$ cat config.mk
export PLATFORM = sky130hd
export DESIGN_NAME = la32_decode_top
export DESIGN_NICKNAME = d
export VERILOG_FILES = /design/src/common/la32_decode_pkg.sv /design/src/hdl/la32_decode_top.sv /design/src/hdl/decode_port.sv /design/src/decode/inst_decoder.sv /design/src/decode/imm_gen.sv /design/src/hdl/fetch_port.sv
export SDC_FILE = /design/constraint.sdc
export NUM_CORES = 1
export LEC_CHECK = 0
export ABC_AREA = 1
export BUFFER_PORTS_ARGS = -buffer_cell sky130_fd_sc_hd__buf_2
export CORE_MARGIN = 2
export CORE_UTILIZATION = 55
export DETAILED_ROUTE_END_ITERATION = 7
export PLACE_DENSITY = 0.78
export SYNTH_ARGS = -nofsm -noshare
export SYNTH_HDL_FRONTEND = slang
export SYNTH_SLANG_ARGS = --single-unit
export TNS_END_PERCENT = 20
$ cat constraint.sdc
create_clock -name clk -period 10.3 [get_ports clk]
set_input_delay 1.545 -clock clk [delete_from_list [all_inputs] [get_ports clk]]
set_output_delay 1.545 -clock clk [all_outputs]
set_load 0.05 [all_outputs]
$ cat src/common/la32_decode_pkg.sv
`default_nettype none

package la32_decode_pkg;

    localparam int XLEN      = 32;
    localparam int REG_IDX_W = 5;

    localparam int ALU_OP_W = 4;
    localparam logic [ALU_OP_W-1:0] ALU_AND   = 4'd0;
    localparam logic [ALU_OP_W-1:0] ALU_OR    = 4'd1;
    localparam logic [ALU_OP_W-1:0] ALU_NOR   = 4'd2;
    localparam logic [ALU_OP_W-1:0] ALU_XOR   = 4'd3;
    localparam logic [ALU_OP_W-1:0] ALU_ADD   = 4'd4;
    localparam logic [ALU_OP_W-1:0] ALU_SUB   = 4'd5;
    localparam logic [ALU_OP_W-1:0] ALU_SLL   = 4'd6;
    localparam logic [ALU_OP_W-1:0] ALU_SRL   = 4'd7;
    localparam logic [ALU_OP_W-1:0] ALU_SRA   = 4'd8;
    localparam logic [ALU_OP_W-1:0] ALU_SLT   = 4'd9;
    localparam logic [ALU_OP_W-1:0] ALU_SLTU  = 4'd10;
    localparam logic [ALU_OP_W-1:0] ALU_PASS2 = 4'd11;  // Result is operand 2

    localparam int CLASS_W = 3;
    localparam logic [CLASS_W-1:0] CLASS_ALU       = 3'd0;
    localparam logic [CLASS_W-1:0] CLASS_BRANCH    = 3'd1;
    localparam logic [CLASS_W-1:0] CLASS_MEM       = 3'd2;
    localparam logic [CLASS_W-1:0] CLASS_EXCP      = 3'd3;
    localparam logic [CLASS_W-1:0] CLASS_JUMP_LINK = 3'd4;

    localparam logic SRC1_PC = 1'b1;  // Zero selects rj

    localparam logic [1:0] SRC2_REG  = 2'd0;
    localparam logic [1:0] SRC2_IMM  = 2'd1;
    localparam logic [1:0] SRC2_RD   = 2'd2;  // Branch compare against rd
    localparam logic [1:0] SRC2_FOUR = 2'd3;  // Link address pc + 4

    localparam int SUB_OP_W = 3;
    localparam logic [SUB_OP_W-1:0] BR_ALWAYS = 3'd0;
    localparam logic [SUB_OP_W-1:0] BR_EQ     = 3'd1;
    localparam logic [SUB_OP_W-1:0] BR_NE     = 3'd2;
    localparam logic [SUB_OP_W-1:0] BR_LT     = 3'd3;
    localparam logic [SUB_OP_W-1:0] BR_GE     = 3'd4;
    localparam logic [SUB_OP_W-1:0] BR_LTU    = 3'd5;
    localparam logic [SUB_OP_W-1:0] BR_GEU    = 3'd6;
    localparam logic [SUB_OP_W-1:0] MEM_LD_B  = 3'd0;
    localparam logic [SUB_OP_W-1:0] MEM_LD_H  = 3'd1;
    localparam logic [SUB_OP_W-1:0] MEM_LD_W  = 3'd2;
    localparam logic [SUB_OP_W-1:0] MEM_ST_B  = 3'd3;
    localparam logic [SUB_OP_W-1:0] MEM_ST_H  = 3'd4;
    localparam logic [SUB_OP_W-1:0] MEM_ST_W  = 3'd5;
    localparam logic [SUB_OP_W-1:0] MEM_LD_BU = 3'd6;
    localparam logic [SUB_OP_W-1:0] MEM_LD_HU = 3'd7;

    localparam int IMM_FMT_W = 3;
    localparam logic [IMM_FMT_W-1:0] IMM_NONE   = 3'd0;
    localparam logic [IMM_FMT_W-1:0] IMM_UI5    = 3'd1;
    localparam logic [IMM_FMT_W-1:0] IMM_SI12   = 3'd2;
    localparam logic [IMM_FMT_W-1:0] IMM_UI12   = 3'd3;
    localparam logic [IMM_FMT_W-1:0] IMM_SI20   = 3'd4;
    localparam logic [IMM_FMT_W-1:0] IMM_OFFS16 = 3'd5;
    localparam logic [IMM_FMT_W-1:0] IMM_OFFS26 = 3'd6;

    localparam int ECODE_W = 6;
    localparam logic [ECODE_W-1:0] ECODE_ADE = 6'h08;
    localparam logic [ECODE_W-1:0] ECODE_SYS = 6'h0B;
    localparam logic [ECODE_W-1:0] ECODE_BRK = 6'h0C;
    localparam logic [ECODE_W-1:0] ECODE_INE = 6'h0D;

    // Same 32-bit word seen as register format or as offset format
    typedef union packed {
        struct packed {
            logic [16:0]          op17;  // ir[31:15]
            logic [REG_IDX_W-1:0] rk;
            logic [REG_IDX_W-1:0] rj;
            logic [REG_IDX_W-1:0] rd;
        } reg_view;
        struct packed {
            logic [5:0]           op6;     // ir[31:26]
            logic [15:0]          offs16;  // ir[25:10]
            logic [REG_IDX_W-1:0] rj;
            logic [REG_IDX_W-1:0] rd;
        } imm_view;
    } inst_word_u;

endpackage

`default_nettype wire
$ cat src/hdl/la32_decode_top.sv
`timescale 1ns/1ps
`default_nettype none

module la32_decode_top
    import la32_decode_pkg::*;
(
    input  logic                 clk,
    input  logic                 rst_n,
    input  logic                 in_req,
    output logic                 in_ack,
    input  logic [XLEN-1:0]      ir,
    input  logic [XLEN-1:0]      pc,
    output logic                 out_req,
    input  logic                 out_ack,
    output logic [CLASS_W-1:0]   out_inst_class,
    output logic [ALU_OP_W-1:0]  out_alu_op,
    output logic                 out_src1_sel,
    output logic [1:0]           out_src2_sel,
    output logic [SUB_OP_W-1:0]  out_sub_op,
    output logic                 out_pc_redirect,
    output logic                 out_reg_write,
    output logic                 out_mem_read,
    output logic                 out_mem_write,
    output logic [REG_IDX_W-1:0] out_rk,
    output logic [REG_IDX_W-1:0] out_rj,
    output logic [REG_IDX_W-1:0] out_rd,
    output logic [XLEN-1:0]      out_imm,
    output logic [XLEN-1:0]      out_pc_out,
    output logic                 out_excp_valid,
    output logic [ECODE_W-1:0]   out_excp_code,
    output logic                 out_excp_subcode
);

    // Fetch to decode
    logic                 fetch_valid;
    logic                 fetch_take;
    logic [XLEN-1:0]      fetch_ir;
    logic [XLEN-1:0]      fetch_pc;
    logic                 adef;
    logic                 adem;

    // Decode stage register to output port
    logic                 dec_valid;
    logic                 dec_take;
    logic [CLASS_W-1:0]   inst_class;
    logic [ALU_OP_W-1:0]  alu_op;
    logic                 src1_sel;
    logic [1:0]           src2_sel;
    logic [SUB_OP_W-1:0]  sub_op;
    logic                 pc_redirect;
    logic                 reg_write;
    logic                 mem_read;
    logic                 mem_write;
    logic [REG_IDX_W-1:0] rk;
    logic [REG_IDX_W-1:0] rj;
    logic [REG_IDX_W-1:0] rd;
    logic [XLEN-1:0]      imm;
    logic [XLEN-1:0]      pc_out;
    logic                 excp_valid;
    logic [ECODE_W-1:0]   excp_code;
    logic                 excp_subcode;

    fetch_port i_fetch_port (.*);

    inst_decoder i_inst_decoder (.*);

    decode_port i_decode_port (.*);

endmodule

`default_nettype wire

$ cat src/hdl/decode_port.sv
`timescale 1ns/1ps
`default_nettype none

module decode_port
    import la32_decode_pkg::*;
(
    input  logic                 clk,
    input  logic                 rst_n,
    input  logic                 dec_valid,
    output logic                 dec_take,
    input  logic [CLASS_W-1:0]   inst_class,
    input  logic [ALU_OP_W-1:0]  alu_op,
    input  logic                 src1_sel,
    input  logic [1:0]           src2_sel,
    input  logic [SUB_OP_W-1:0]  sub_op,
    input  logic                 pc_redirect,
    input  logic                 reg_write,
    input  logic                 mem_read,
    input  logic                 mem_write,
    input  logic [REG_IDX_W-1:0] rk,
    input  logic [REG_IDX_W-1:0] rj,
    input  logic [REG_IDX_W-1:0] rd,
    input  logic [XLEN-1:0]      imm,
    input  logic [XLEN-1:0]      pc_out,
    input  logic                 excp_valid,
    input  logic [ECODE_W-1:0]   excp_code,
    input  logic                 excp_subcode,
    output logic [CLASS_W-1:0]   out_inst_class,
    output logic [ALU_OP_W-1:0]  out_alu_op,
    output logic                 out_src1_sel,
    output logic [1:0]           out_src2_sel,
    output logic [SUB_OP_W-1:0]  out_sub_op,
    output logic                 out_pc_redirect,
    output logic                 out_reg_write,
    output logic                 out_mem_read,
    output logic                 out_mem_write,
    output logic [REG_IDX_W-1:0] out_rk,
    output logic [REG_IDX_W-1:0] out_rj,
    output logic [REG_IDX_W-1:0] out_rd,
    output logic [XLEN-1:0]      out_imm,
    output logic [XLEN-1:0]      out_pc_out,
    output logic                 out_excp_valid,
    output logic [ECODE_W-1:0]   out_excp_code,
    output logic                 out_excp_subcode,
    output logic                 out_req,
    input  logic                 out_ack
);

    logic full;

    assign dec_take = dec_valid && !full;

    always_ff @(posedge clk)
    begin
        if (!rst_n)
        begin
            full    <= 1'b0;
            out_req <= 1'b0;
        end
        else if (dec_take)
        begin
            full    <= 1'b1;
            out_req <= 1'b1;
        end
        else if (out_req && out_ack)
            out_req <= 1'b0;
        else if (full && !out_req && !out_ack)
            full <= 1'b0;  // Consumer back at zero, slot free
    end

    always_ff @(posedge clk)
    begin
        if (dec_take)
        begin
            out_inst_class   <= inst_class;
            out_alu_op       <= alu_op;
            out_src1_sel     <= src1_sel;
            out_src2_sel     <= src2_sel;
            out_sub_op       <= sub_op;
            out_pc_redirect  <= pc_redirect;
            out_reg_write    <= reg_write;
            out_mem_read     <= mem_read;
            out_mem_write    <= mem_write;
            out_rk           <= rk;
            out_rj           <= rj;
            out_rd           <= rd;
            out_imm          <= imm;
            out_pc_out       <= pc_out;
            out_excp_valid   <= excp_valid;
            out_excp_code    <= excp_code;
            out_excp_subcode <= excp_subcode;
        end
    end

endmodule

`default_nettype wire

$ cat src/decode/inst_decoder.sv
`timescale 1ns/1ps
`default_nettype none

module inst_decoder
    import la32_decode_pkg::*;
(
    input  logic                 clk,
    input  logic                 rst_n,
    input  logic                 fetch_valid,
    output logic                 fetch_take,
    input  logic [XLEN-1:0]      fetch_ir,
    input  logic [XLEN-1:0]      fetch_pc,
    input  logic                 adef,
    input  logic                 adem,
    output logic                 dec_valid,
    input  logic                 dec_take,
    output logic [CLASS_W-1:0]   inst_class,
    output logic [ALU_OP_W-1:0]  alu_op,
    output logic                 src1_sel,
    output logic [1:0]           src2_sel,
    output logic [SUB_OP_W-1:0]  sub_op,
    output logic                 pc_redirect,
    output logic                 reg_write,
    output logic                 mem_read,
    output logic                 mem_write,
    output logic [REG_IDX_W-1:0] rk,
    output logic [REG_IDX_W-1:0] rj,
    output logic [REG_IDX_W-1:0] rd,
    output logic [XLEN-1:0]      imm,
    output logic [XLEN-1:0]      pc_out,
    output logic                 excp_valid,
    output logic [ECODE_W-1:0]   excp_code,
    output logic                 excp_subcode
);

    inst_word_u            word;
    logic [16:0]           op17;
    logic [9:0]            op10;  // ir[31:22]
    logic [6:0]            op7;   // ir[31:25]
    logic [5:0]            op6;   // ir[31:26]
    logic                  is_r3, is_shi, is_i12, is_mem, is_br;
    logic [ALU_OP_W-1:0]   tbl_alu;  // From the opcode tables
    logic [SUB_OP_W-1:0]   tbl_sub;
    logic [CLASS_W-1:0]    n_class;
    logic [ALU_OP_W-1:0]   n_alu;
    logic                  n_src1;
    logic [1:0]            n_src2;
    logic [SUB_OP_W-1:0]   n_sub;
    logic                  n_redir, n_wr, n_mrd, n_mwr, n_excp, n_subcode;
    logic [REG_IDX_W-1:0]  n_rk, n_rj, n_rd;
    logic [IMM_FMT_W-1:0]  n_fmt;
    logic [ECODE_W-1:0]    n_code;
    logic [XLEN-1:0]       n_imm;

    assign word = fetch_ir;
    assign op17 = word.reg_view.op17;
    assign op10 = op17[16:7];
    assign op7  = op17[16:10];
    assign op6  = word.imm_view.op6;

    assign fetch_take = fetch_valid && (!dec_valid || dec_take);

    // Opcode tables
    always_comb
    begin
        tbl_alu = ALU_ADD;
        tbl_sub = '0;
        is_r3   = 1'b1;
        is_shi  = 1'b1;
        is_i12  = 1'b1;
        is_mem  = 1'b1;
        is_br   = 1'b1;
        case (op17)
            17'h00020: tbl_alu = ALU_ADD;   // ADD.W
            17'h00022: tbl_alu = ALU_SUB;   // SUB.W
            17'h00024: tbl_alu = ALU_SLT;
            17'h00025: tbl_alu = ALU_SLTU;
            17'h00028: tbl_alu = ALU_NOR;
            17'h00029: tbl_alu = ALU_AND;
            17'h0002a: tbl_alu = ALU_OR;
            17'h0002b: tbl_alu = ALU_XOR;
            17'h0002e: tbl_alu = ALU_SLL;   // SLL.W
            17'h0002f: tbl_alu = ALU_SRL;
            17'h00030: tbl_alu = ALU_SRA;
            default:   is_r3 = 1'b0;
        endcase
        case (op17)
            17'h00081: tbl_alu = ALU_SLL;   // SLLI.W
            17'h00089: tbl_alu = ALU_SRL;   // SRLI.W
            17'h00091: tbl_alu = ALU_SRA;   // SRAI.W
            default:   is_shi = 1'b0;
        endcase
        case (op10)
            10'h008: tbl_alu = ALU_SLT;     // SLTI
            10'h009: tbl_alu = ALU_SLTU;    // SLTUI
            10'h00a: tbl_alu = ALU_ADD;     // ADDI.W
            10'h00d: tbl_alu = ALU_AND;     // ANDI
            10'h00e: tbl_alu = ALU_OR;
            10'h00f: tbl_alu = ALU_XOR;
            default: is_i12 = 1'b0;
        endcase
        case (op10)
            10'h0a0: tbl_sub = MEM_LD_B;
            10'h0a1: tbl_sub = MEM_LD_H;
            10'h0a2: tbl_sub = MEM_LD_W;
            10'h0a4: tbl_sub = MEM_ST_B;
            10'h0a5: tbl_sub = MEM_ST_H;
            10'h0a6: tbl_sub = MEM_ST_W;
            10'h0a8: tbl_sub = MEM_LD_BU;
            10'h0a9: tbl_sub = MEM_LD_HU;
            default: is_mem = 1'b0;
        endcase
        case (op6)
            6'h16:   tbl_sub = BR_EQ;
            6'h17:   tbl_sub = BR_NE;
            6'h18:   tbl_sub = BR_LT;
            6'h19:   tbl_sub = BR_GE;
            6'h1a:   tbl_sub = BR_LTU;
            6'h1b:   tbl_sub = BR_GEU;
            default: is_br = 1'b0;
        endcase
    end

    // Controls per instruction group
    always_comb
    begin
        n_alu     = tbl_alu;
        n_sub     = tbl_sub;
        n_class   = CLASS_ALU;
        n_src1    = 1'b0;
        n_src2    = SRC2_IMM;
        n_redir   = 1'b0;
        n_wr      = 1'b1;
        n_mrd     = 1'b0;
        n_mwr     = 1'b0;
        n_fmt     = IMM_NONE;
        n_rk      = word.reg_view.rk;
        n_rj      = word.reg_view.rj;
        n_rd      = word.reg_view.rd;
        n_excp    = 1'b0;
        n_code    = '0;
        n_subcode = 1'b0;
        if (adef || adem)
        begin
            n_excp    = 1'b1;
            n_code    = ECODE_ADE;
            n_subcode = adem;  // 0 ADEF, 1 ADEM
        end
        else if (is_r3)
            n_src2 = SRC2_REG;
        else if (is_shi)
        begin
            n_rk  = '0;
            n_fmt = IMM_UI5;
        end
        else if (is_i12)
        begin
            n_rk  = '0;
            n_fmt = op10[2] ? IMM_UI12 : IMM_SI12;  // Logic ops zero-extend
        end
        else if (is_mem)
        begin
            n_class = CLASS_MEM;
            n_rk    = '0;
            n_fmt   = IMM_SI12;
            n_mwr   = n_sub inside {MEM_ST_B, MEM_ST_H, MEM_ST_W};
            n_mrd   = !n_mwr;
            n_wr    = !n_mwr;  // Stores read rd as data
        end
        else if (op7 == 7'h0a || op7 == 7'h0e)  // LU12I.W, PCADDU12I
        begin
            n_rk   = '0;
            n_rj   = '0;
            n_fmt  = IMM_SI20;
            n_alu  = op7[2] ? ALU_ADD : ALU_PASS2;
            n_src1 = op7[2];
        end
        else if (op6 == 6'h13 || op6 == 6'h15)  // JIRL, BL
        begin
            n_class = CLASS_JUMP_LINK;
            n_rk    = '0;
            n_src1  = SRC1_PC;
            n_src2  = SRC2_FOUR;
            n_redir = 1'b1;
            n_fmt   = op6[1] ? IMM_OFFS16 : IMM_OFFS26;
            if (!op6[1])
            begin
                n_rj = '0;
                n_rd = 5'd1;  // BL links to r1
            end
        end
        else if (op6 == 6'h14 || is_br)  // B and conditional branches
        begin
            n_class = CLASS_BRANCH;
            n_rk    = '0;
            n_wr    = 1'b0;
            n_redir = 1'b1;
            n_src2  = is_br ? SRC2_RD : SRC2_REG;
            n_fmt   = is_br ? IMM_OFFS16 : IMM_OFFS26;
            case (n_sub)
                BR_EQ, BR_NE: n_alu = ALU_SUB;
                BR_LT, BR_GE: n_alu = ALU_SLT;
                default:      n_alu = ALU_SLTU;
            endcase
            if (!is_br)
            begin
                n_rj  = '0;
                n_rd  = '0;
                n_alu = ALU_ADD;
            end
        end
        else
        begin
            n_excp = 1'b1;
            if (op17 == 17'h00054)
                n_code = ECODE_BRK;
            else if (op17 == 17'h00056)
                n_code = ECODE_SYS;
            else
                n_code = ECODE_INE;  // Includes all dropped encodings
        end
        if (n_excp)
        begin
            n_class = CLASS_EXCP;
            n_alu   = '0;
            n_src1  = 1'b0;
            n_src2  = '0;
            n_sub   = '0;
            n_redir = 1'b0;
            n_wr    = 1'b0;
            n_mrd   = 1'b0;
            n_mwr   = 1'b0;
            n_fmt   = IMM_NONE;
            n_rk    = '0;
            n_rj    = '0;
            n_rd    = '0;
        end
    end

    imm_gen i_imm_gen (
        .imm_fmt (n_fmt),
        .word    (word),
        .imm     (n_imm)
    );

    always_ff @(posedge clk)
    begin
        if (!rst_n)
            dec_valid <= 1'b0;
        else if (fetch_take)
            dec_valid <= 1'b1;
        else if (dec_take)
            dec_valid <= 1'b0;
    end

    always_ff @(posedge clk)
    begin
        if (fetch_take)
        begin
            inst_class   <= n_class;
            alu_op       <= n_alu;
            src1_sel     <= n_src1;
            src2_sel     <= n_src2;
            sub_op       <= n_sub;
            pc_redirect  <= n_redir;
            reg_write    <= n_wr;
            mem_read     <= n_mrd;
            mem_write    <= n_mwr;
            rk           <= n_rk;
            rj           <= n_rj;
            rd           <= n_rd;
            imm          <= n_imm;
            pc_out       <= fetch_pc;
            excp_valid   <= n_excp;
            excp_code    <= n_code;
            excp_subcode <= n_subcode;
        end
    end

endmodule

`default_nettype wire

$ cat src/decode/imm_gen.sv
`timescale 1ns/1ps
`default_nettype none

module imm_gen
    import la32_decode_pkg::*;
(
    input  logic [IMM_FMT_W-1:0] imm_fmt,
    input  inst_word_u           word,
    output logic [XLEN-1:0]      imm
);

    logic [15:0]          offs;
    logic [REG_IDX_W-1:0] hi_rj;
    logic [REG_IDX_W-1:0] hi_rd;

    assign offs  = word.imm_view.offs16;
    assign hi_rj = word.imm_view.rj;  // offs26 bits 25:21
    assign hi_rd = word.imm_view.rd;  // offs26 bits 20:16

    always_comb
    begin
        case (imm_fmt)
            IMM_UI5:    imm = {27'b0, word.reg_view.rk};
            IMM_SI12:   imm = {{20{offs[11]}}, offs[11:0]};
            IMM_UI12:   imm = {20'b0, offs[11:0]};
            IMM_SI20:   imm = {offs[14:0], word.reg_view.rj, 12'b0};  // ir[24:5] << 12
            IMM_OFFS16: imm = {{14{offs[15]}}, offs, 2'b0};
            IMM_OFFS26: imm = {{4{hi_rj[4]}}, hi_rj, hi_rd, offs, 2'b0};
            default:    imm = '0;
        endcase
    end

endmodule

`default_nettype wire

$ cat src/hdl/fetch_port.sv
`timescale 1ns/1ps
`default_nettype none

module fetch_port
    import la32_decode_pkg::*;
(
    input  logic            clk,
    input  logic            rst_n,
    input  logic            in_req,
    output logic            in_ack,
    input  logic [XLEN-1:0] ir,
    input  logic [XLEN-1:0] pc,
    output logic            fetch_valid,
    input  logic            fetch_take,
    output logic [XLEN-1:0] fetch_ir,
    output logic [XLEN-1:0] fetch_pc,
    output logic            adef,
    output logic            adem
);

    logic capture;

    assign capture = in_req && !in_ack && !fetch_valid;  // New request, slot empty

    always_ff @(posedge clk)
    begin
        if (!rst_n)
        begin
            in_ack      <= 1'b0;
            fetch_valid <= 1'b0;
        end
        else
        begin
            if (capture)
                in_ack <= 1'b1;
            else if (in_ack && !in_req)
                in_ack <= 1'b0;  // Return-to-zero phase
            if (capture)
                fetch_valid <= 1'b1;
            else if (fetch_take)
                fetch_valid <= 1'b0;
        end
    end

    always_ff @(posedge clk)
    begin
        if (capture)
        begin
            fetch_ir <= ir;
            fetch_pc <= pc;
            adef     <= |pc[1:0];                  // Misaligned fetch
            adem     <= ~|pc[1:0] && pc[XLEN-1];   // Upper half, ADEF wins
        end
    end

endmodule

`default_nettype wire

==> flow_summary_export.csv <==
group,metric,value,unit
global_route,grt_use_total,19.4,%
worst_hold_path,hp-start,"i_inst_decoder.rk[0]$_SDFFCE_PP0P_",
timing,slew_headroom,25.9,%
cts,clockBufferDepth,3,
pwr,p_leak,4.85,nW
final_layout,drive_above_1_share,26.3,%
cts,cts-hold-fix-buffers,0,
floorplan,io_pins,174,
placement,gp_congestion,0.915,
timing,fmax,0.285,GHz
cts,worstSkewPairLatency,0.53,ns
timing,hold_viol,0,
worst_setup_path,r2r_end,"i_inst_decoder.imm[23]$_DFFE_PP_",
global_route,grt_pass1_wl,30400,µm
yosys,synth-seq-cells,275,
pwr,fin_total_pwr,0.00236,W
yosys,netlist_area,0.0105,mm²
worst_setup_path,path_class,"reg -> reg",
floorplan,dieArea,0.0202,mm²
cts,cts_setup_buffers,0,
yosys,ys.warnings.count,0,
yosys,synthTopCellsByCount,"270 x edfxtp_1, 125 x nand2_1, 69 x nor2_1",
worst_setup_path,required,10.52,ns
timing,setup_tns,0,ns
final_layout,fin_nets,1000,
final_layout,final_core_util,65.9,%
drt,routedWlPerCell,17.2,µm
yosys,postSynthAreaPerCell,14.0,µm²
timing,setup_viol,0,
placement,port_buffers,171,
final_layout,antenna_cells,0,
run_status,status,"completed",
drt,dr_total_vias,6357,
global_route,grt_pass1_vias,5769,
cts,clock_sinks,275,
global_route,overflow,0,
worst_setup_path,startpoint_type,"flip-flop",
worst_hold_path,min_to,"i_decode_port.out_rk[0]$_DFFE_PP_",
final_layout,syn2layout_area_growth,17.5,%
yosys,netlist_instances,750,
drt,drc,0,
timing,rsz0062_at_grt,"false",
floorplan,initial_core_util,56.1,%
global_route,antenna_found_initial,0,
yosys,synth_enable_flop_cells,270,
drt,finalWirelength,20300,µm
worst_setup_path,r2r_slack,6.79,ns
pwr,power_density,191,mW/mm²
cts,cts_tree,"done",
cts,cts.repair.resized,0,
yosys,async_reset_ff_share,0,%
timing,post-route-min-period,3.51,ns
timing,finalClockSkew,0.0266,ns
cts,cts_buffers,26,
global_route,grt_max_degree,79,
yosys,synth.area.top_cells,"edfxtp_1 77%, nand2_1 4.5%, nand3_1 3.1%",
drt,ant_nets,0,
placement,hpwl,14000,µm
worst_setup_path,crit_path_end_kind,"flip-flop",
floorplan,core_area,0.0187,mm²
yosys,synth_cell_type_count,32,
timing,fin_crit_sh,34.1,%
worst_setup_path,r2r_cells,8,
floorplan,die_width,142,µm
floorplan,row_count,50,
yosys,yosysSeqAreaShare,78.2,%
floorplan,chipHeight,142,µm
worst_setup_path,path_max_fanout,29,
pwr,vdd_drop_max,137,µV
worst_hold_path,hold_path_class,"reg -> reg",
run,cap_violations,0,
worst_setup_path,arrival,3.72,ns
yosys,netlist.area_leader.share,77.3,%
worst_hold_path,hold_depth,0,
yosys,yosysMostFrequentCell,"edfxtp_1",
cts,clk_pin_slew,0.06,ns
cts,htreeDepth,1,
worst_setup_path,r2r-start,"i_fetch_port.fetch_ir[25]$_DFFE_PP_",
yosys,yosys.area.top_type,"edfxtp_1",
drt,first_iter_violations,440,
cts,clockRootBuffer,"clkbuf_16",
drt,viasPerCell,5.37,
timing,drv_slew,0,
final_layout,fill_cells,1376,
timing,worst_slew_pin_slew,1.11,ns
yosys,ys.flop_type,"edfxtp_1",
drt,dr.pass1.iters,5,
-- power breakdown --
group	leakage, nW	switching, W	total [W]	internal [W]
sequential	2.53	0.0000274	0.00134	0.00131
clock	0.380	0.000370	0.000855	0.000485
combinational	1.94	0.000133	0.000165	0.0000325
total	4.85	0.000530	0.00236	0.00183
-- cells by family (layout without fill, tap and decap cells) --
family / after synthesis / in the layout / share of synthesized area [%]
simple gates: 355 / 355 / 16.2
compound gates: 31 / 31 / 1.71
buf+inv: 88 / 286 / 3.82
flops: 275 / 275 / 78.2
other cells: 1 / 2 / 0.0357
-- cell usage in the layout, fill, tap and decap left out, types with 2 or more instances in the layout --
cell type | netlist | routed
edfxtp_1 | 270 | 270
buf_2 | 8 | 171
nand2_1 | 125 | 125
nor2_1 | 69 | 68
nand3_1 | 65 | 65
inv_1 | 57 | 57
nand4_1 | 46 | 46
clkbuf_16 | 0 | 26
nor3_1 | 16 | 15
o21ai_0 | 16 | 15
nor2_2 | 8 | 8
inv_2 | 8 | 8
a21oi_1 | 8 | 7
clkinv_1 | 0 | 7
nor2_4 | 5 | 6
nand2_2 | 6 | 6
clkinv_2 | 0 | 5
dfxtp_1 | 5 | 5
buf_4 | 4 | 5
nand3b_1 | 4 | 4
nand4_2 | 3 | 3
clkbuf_1 | 5 | 3
a21oi_4 | 1 | 2
nand3_2 | 2 | 2
nand2_4 | 2 | 2
o21ai_1 | 1 | 2
nor4_1 | 2 | 2
a31oi_1 | 2 | 2
conb_1 | 1 | 2
-- critical path: stages (launching register included) --
cell and delay, ns:
edfxtp_1 0.52, nor2_2 0.20, nand3_1 0.10, nor2_2 0.84, nand3_2 0.24, nand4_1 0.23, nand2_4 0.17, nand4_1 0.68
nand4_1 0.21
-- cell type report --
class                      count  area, µm²  area share (%)
sequential                   275       8210            66.6
inverter                      65        244            1.98
multi-input combinational    388       1910            15.5
clock buffer                  29        662            5.37
clock inverter                16        114           0.924
timing repair buffer         176        893            7.25
tap                          234        293            2.38
-- state kept, by name (all words and copies together), names as in the netlist, 4 cells and up --
name                         cells
i_decode_port.out_imm           32
i_decode_port.out_rj             5
i_inst_decoder.excp_code         4
i_fetch_port.fetch_ir           32
i_inst_decoder.alu_op            4
i_inst_decoder.rk                5
i_inst_decoder.pc_out           32
i_decode_port.out_rd             5
i_decode_port.out_alu_op         4
i_inst_decoder.imm              32
i_decode_port.out_rk             5
i_decode_port.out_excp_code      4
i_fetch_port.fetch_pc           32
i_decode_port.out_pc_out        32
i_inst_decoder.rd                5
i_inst_decoder.rj                5
-- metrics by stage --
step	cells	area, µm²	hold slack (ns)	worst slack [ns]
finish	1183	12300	0.398	6.79
global route	1183	12300	0.401	6.52
CTS	1183	12300	0.390	6.79
detailed placement	1138	11500	0.405	6.80
global placement	1138	11500	0.400	6.99
floorplan	751	10500	0.400	3.67
-- how the worst max path moves through the flow --
stage,depth (start not counted),end,start
3_5_place_dp,8,i_inst_decoder.imm[23]$_DFFE_PP_,i_fetch_port.fetch_ir[25]$_DFFE_PP_
2_1_floorplan,2,i_fetch_port.adef$_DFFE_PP_,in_req
3_3_place_gp,8,i_inst_decoder.imm[20]$_DFFE_PP_,i_fetch_port.fetch_ir[25]$_DFFE_PP_
6_report,8,i_inst_decoder.imm[23]$_DFFE_PP_,i_fetch_port.fetch_ir[25]$_DFFE_PP_
5_1_grt,8,i_inst_decoder.imm[23]$_DFFE_PP_,i_fetch_port.fetch_ir[25]$_DFFE_PP_
4_1_cts,8,i_inst_decoder.imm[23]$_DFFE_PP_,i_fetch_port.fetch_ir[25]$_DFFE_PP_
-- metal layers --
| layer | up-vias | global-route usage (%) | part of all wire [%] |
|---|---|---|---|
| li1 | 3063 | - | - |
| met1 | 2985 | 26.7 | 42 |
| met2 | 267 | 32.0 | 49 |
| met3 | 42 | 3.06 | 7.0 |
| met4 | 0 | 6.63 | 2.7 |
| met5 | - | 0 | 0 |
Note: power is estimated with default switching activity, not from simulation.
